$ cat src/rtl/bp_params.svh
`ifndef BP_PARAMS_SVH
`define BP_PARAMS_SVH

// Word-index bits of the pc, taken from bit 2 upward
// 5 bits give 32 branch entries (history and target tables)
`define BP_WIDTH_PC 5

// Local history length per branch entry
// Counter table depth is 2 ** (BP_WIDTH_PC + BP_WIDTH_HIST)
`define BP_WIDTH_HIST 5

// Fetch address right after reset
`define BP_RESET_PC 32'h0000_0000

`endif
$ cat src/rtl/bp_pkg.sv
`default_nettype none

package bp_pkg;

`include "bp_params.svh"

    typedef logic [31:0] pc_t;                              // Byte address
    typedef logic [`BP_WIDTH_HIST-1:0] hist_t;              // Newest outcome in bit 0
    typedef logic [1:0] counter_t;                          // 2-bit saturating counter

    // Index into the per-branch tables (history, target)
    typedef logic [`BP_WIDTH_PC-1:0] bp_idx_t;

    // Index into the counter table, history above branch index
    typedef logic [`BP_WIDTH_HIST+`BP_WIDTH_PC-1:0] bp_ctr_idx_t;

    localparam counter_t CTR_MIN = 2'b00;                   // Strongly not taken
    localparam counter_t CTR_MAX = 2'b11;                   // Strongly taken

    // Retire-side training bundle
    typedef struct packed {
        logic valid;                                        // One-cycle strobe
        pc_t  pc;                                           // Branch address
        logic taken;                                        // Resolved outcome
        pc_t  target;                                       // Resolved target
    } bp_update_t;

    // Step a counter toward the outcome, sticking at both ends
    function automatic counter_t ctr_step(counter_t cur, logic taken);
        counter_t nxt;
        nxt = cur;
        if (taken && cur != CTR_MAX) begin
            nxt = cur + 2'd1;
        end else if (!taken && cur != CTR_MIN) begin
            nxt = cur - 2'd1;
        end
        return nxt;
    endfunction

endpackage

`default_nettype wire

$ cat src/rtl/fetch_pc_gen.sv
`timescale 1ns/1ps
`default_nettype none

`include "bp_params.svh"

// Fetch address register
// Redirect beats advance, fetch_en low stalls
module fetch_pc_gen import bp_pkg::*; (
    input  logic clk,
    input  logic rst_n,
    input  logic fetch_en,      // Level, low holds pc
    input  logic redirect,      // One-cycle strobe
    input  pc_t  redirect_pc,   // Corrected address
    input  pc_t  next_pc,       // Prediction for the current pc
    output pc_t  pc
);

    pc_t pc_q;

    always_ff @(posedge clk or negedge rst_n) begin
        if (!rst_n) begin
            pc_q <= `BP_RESET_PC;
        end else if (redirect) begin
            pc_q <= redirect_pc;                    // Loads even while stalled
        end else if (fetch_en) begin
            pc_q <= next_pc;                        // Follow the predictor
        end
        // Otherwise hold
    end

    assign pc = pc_q;

endmodule

`default_nettype wire

$ cat config.mk
export PLATFORM = sky130hd
export DESIGN_NAME = fetch_pc_gen
export DESIGN_NICKNAME = d
export VERILOG_FILES = /design/src/rtl/bp_pkg.sv /design/src/rtl/fetch_pc_gen.sv
export VERILOG_INCLUDE_DIRS = /design/src /design/src/rtl
export SDC_FILE = /design/constraint.sdc
export NUM_CORES = 1
export LEC_CHECK = 0
export BUFFER_PORTS_ARGS = -buffer_cell sky130_fd_sc_hd__buf_2
export CORE_ASPECT_RATIO = 0.5
export CORE_MARGIN = 3
export CORE_UTILIZATION = 37
export DETAILED_ROUTE_END_ITERATION = 10
export PLACE_DENSITY_LB_ADDON = 0.15
export SETUP_SLACK_MARGIN = 0.05
export SLEW_MARGIN = 20
export SYNTH_ARGS = -nofsm -noshare
export SYNTH_HDL_FRONTEND = slang
export SYNTH_SLANG_ARGS = --single-unit
$ cat constraint.sdc
create_clock -name clk -period 0.8 [get_ports clk]
set_input_delay 0.12 -clock clk [delete_from_list [all_inputs] [get_ports clk]]
set_output_delay 0.12 -clock clk [all_outputs]
set_load 0.01 [all_outputs]
==> impl_metrics.py <==
metrics = {
    "outcome": {
        "status": "finished with violations",
        "violations": "setup timing",
    },
    "floorplanning": {
        "die_w_um": 96.50,
        "core-area_sq_mm": 0.003679,
        "die_h_um": 51.25,
        "rows": 15,
        "io_pins": 100,
        "die_area_sq_mm": 0.004946,
        "initial_core_util_pct": 41.19,
    },
    "worst_setup_path": {
        "path_buf_inv": 1,
        "crit_family": "flip-flops",
        "crit_cells": 1,
        "worstSetupPathType": "reg2out",
        "cpPeakStageDelay_ps": 390,
        "reg2reg_depth": 3,
        "crit_path_start_kind": "flop",
        "crit_fanout": 2,
        "crit_slowest_cell": "dfrtp_1",
        "cp.required_ps": 680,
        "end_kind": "primary output",
        "rrSetupSlack_ps": -50,
        "worstSetupEndpoint": "pc[1]",
        "r2r_start": "pc[1]",
        "cp_cell_sequence": "buf_2",
        "startpoint": "pc[1]",
        "worst_ep_arrival_time_ps": 810,
        "reg2reg_to": "pc[1]",
    },
    "synthesis": {
        "ys_ff_latch": 32,
        "synth_cell_types": 9,
        "syn-num-nets": 207,
        "ys_warn_count": 0,
        "synth_area_per_cell_sq_um": 10.90,
        "syn_inst": 139,
        "ys_seq_area_share_pct": 52.85,
        "synth_area_sq_mm": 0.001515,
    },
    "routing": {
        "vias": 1395,
        "drt-initial-drc-count": 30,
        "wl_met1_um": 1614,
        "antenna_left": 0,
        "wl_per_cell_um": 12.43,
        "routed-wl-met2_um": 1801,
        "wl_met3_um": 349,
        "routed.top_layer": "met4",
        "remaining_drc_errors": 0,
        "drt-pass1-iter-count": 4,
        "totalWireLength_um": 3792,
        "via_per_inst": 4.574,
    },
    "placed_design": {
        "globalplace.congestion": 0.7828,
        "hpwlAfterDp_um": 2728,
        "port_buffers": 99,
        "dpl.cell_count": 284,
        "dp_slack_ps": -95.47,
        "place_area_sq_mm": 0.002088,
    },
    "timing": {
        "rsz0062_at_grt": "yes",
        "finalCritPeriodShare_pct": 116.7,
        "fin_crit_ps": 933.9,
        "setup_tns_ps": -3935,
        "setup_viol": 44,
        "max_slew_margin_pct": 88.70,
        "final.setup_skew_ps": 0,
        "finalHoldViolations": 0,
        "maxSlewViolCount": 0,
        "fmax_mhz": 1071,
        "tightest_slew_ps": 164.8,
        "fin_ws_ps": -133.9,
    },
    "finish": {
        "fin_cells": 305,
        "finish.instance_area_sq_mm": 0.002325,
        "drive_above_1_share_pct": 50.79,
        "final_util_pct": 63.20,
        "nNetsFinal": 322,
        "nFillCells": 321,
        "largest_reg_flops": 32,
        "n_antenna_cell": 0,
        "area_growth_pct": 53.43,
    },
    "cts": {
        "cts.sinks": 32,
        "cts_buffers": 5,
        "htree_levels": 2,
        "clk_path_buf_depth": 2,
        "cts_root_buffer": "clkbuf_8",
        "clk_latency_ps": 280,
        "clk_pin_slew_ps": 70,
        "tritoncts": "built",
    },
    "power_and_ir_drop": {
        "powerDensity_mw_per_mm2": 1775,
        "ir_drop_mv": 0.8871,
        "p_leak_nw": 1.266,
    },
    "global_routing": {
        "grt_pass1_vias": 1294,
        "grt_max_degree": 37,
        "track_usage_pct": 15.67,
        "globalRoute.totalOverflow": 0,
        "antenna_found_initial": 0,
        "grt_pass1_wl_um": 5768,
    },
    "hold_path": {
        "hold_path.class": "in2reg",
    },
    "run": {
        "cap_violations": 0,
    },
}
## cells in the mapped netlist, drive strengths merged
library cell  count  share of area, %
nand2            32               7.9
buf              11               7.0
mux2i            32                21
dfrtp            32                53
o21ai            32                11
## how the worst min path moves through the flow
stage,from,end,cells past startpoint
global route,redirect_pc[6],pc[6],3
floorplan,rst_n,pc[0],0
finish,redirect_pc[6],pc[6],3
CTS,redirect_pc[6],pc[6],3
detailed placement,rst_n,pc[7],2
global placement,rst_n,pc[3],2
## timing repair
action | in CTS | in global routing
pin swaps | 0 | 1
hold buffers | 1 | 0
endpoints found under the setup margin | 32 | 51
hold endpoints to repair | 32 | 0
resized for setup | 0 | 7
buffers inserted | 7 | 6
## cell type report
type	count	area [sq um]	share of cell area (%)
clock buffers	7	96.34	4.144
multi-input cells	96	615.6	26.48
flip-flops and latches	32	800.8	34.45
well taps	51	63.81	2.745
repair buffers	119	748.2	32.19
## where the power goes
group	internal, mW	switching (mW)	total [mW]	leakage, nW
sequential	1.77	0.0807	1.85	0.386
clock	0.766	0.575	1.34	0.0503
combinational	0.517	0.420	0.936	0.830
## per-stage QoR
stage	hold slack (ps)	total power, mW
finish	47.47	4.126
global route	36.27	4.383
CTS	37.30	4.096
detailed placement	88.58	2.696
global placement	89.40	2.680
floorplan	-175.6	2.283
## metal layers
layer	track usage (%)	up-vias
li1	-	701
met1	18.93	638
met2	25.11	52
met3	6.618	4
met4	5.581	0
met5	0	-
## placed cells by master, fill, tap and decap left out, drive strengths merged
cell type	n
mux2i	32
buf	118
dfrtp	32
clkbuf	7
nand2	32
dlygate4sd3	1
o21ai	32
## kinds of logic (layout without fill, tap and decap cells)
group,Yosys count,after routing,share of synthesized area (%)
and+or+nand+nor,32,32,7.928
DFF,32,32,52.85
AOI/OAI and AO/OA,32,32,11.07
buffers and inverters,11,126,7.019
muxes,32,32,21.14
Note: power is estimated with default switching activity, not from simulation.
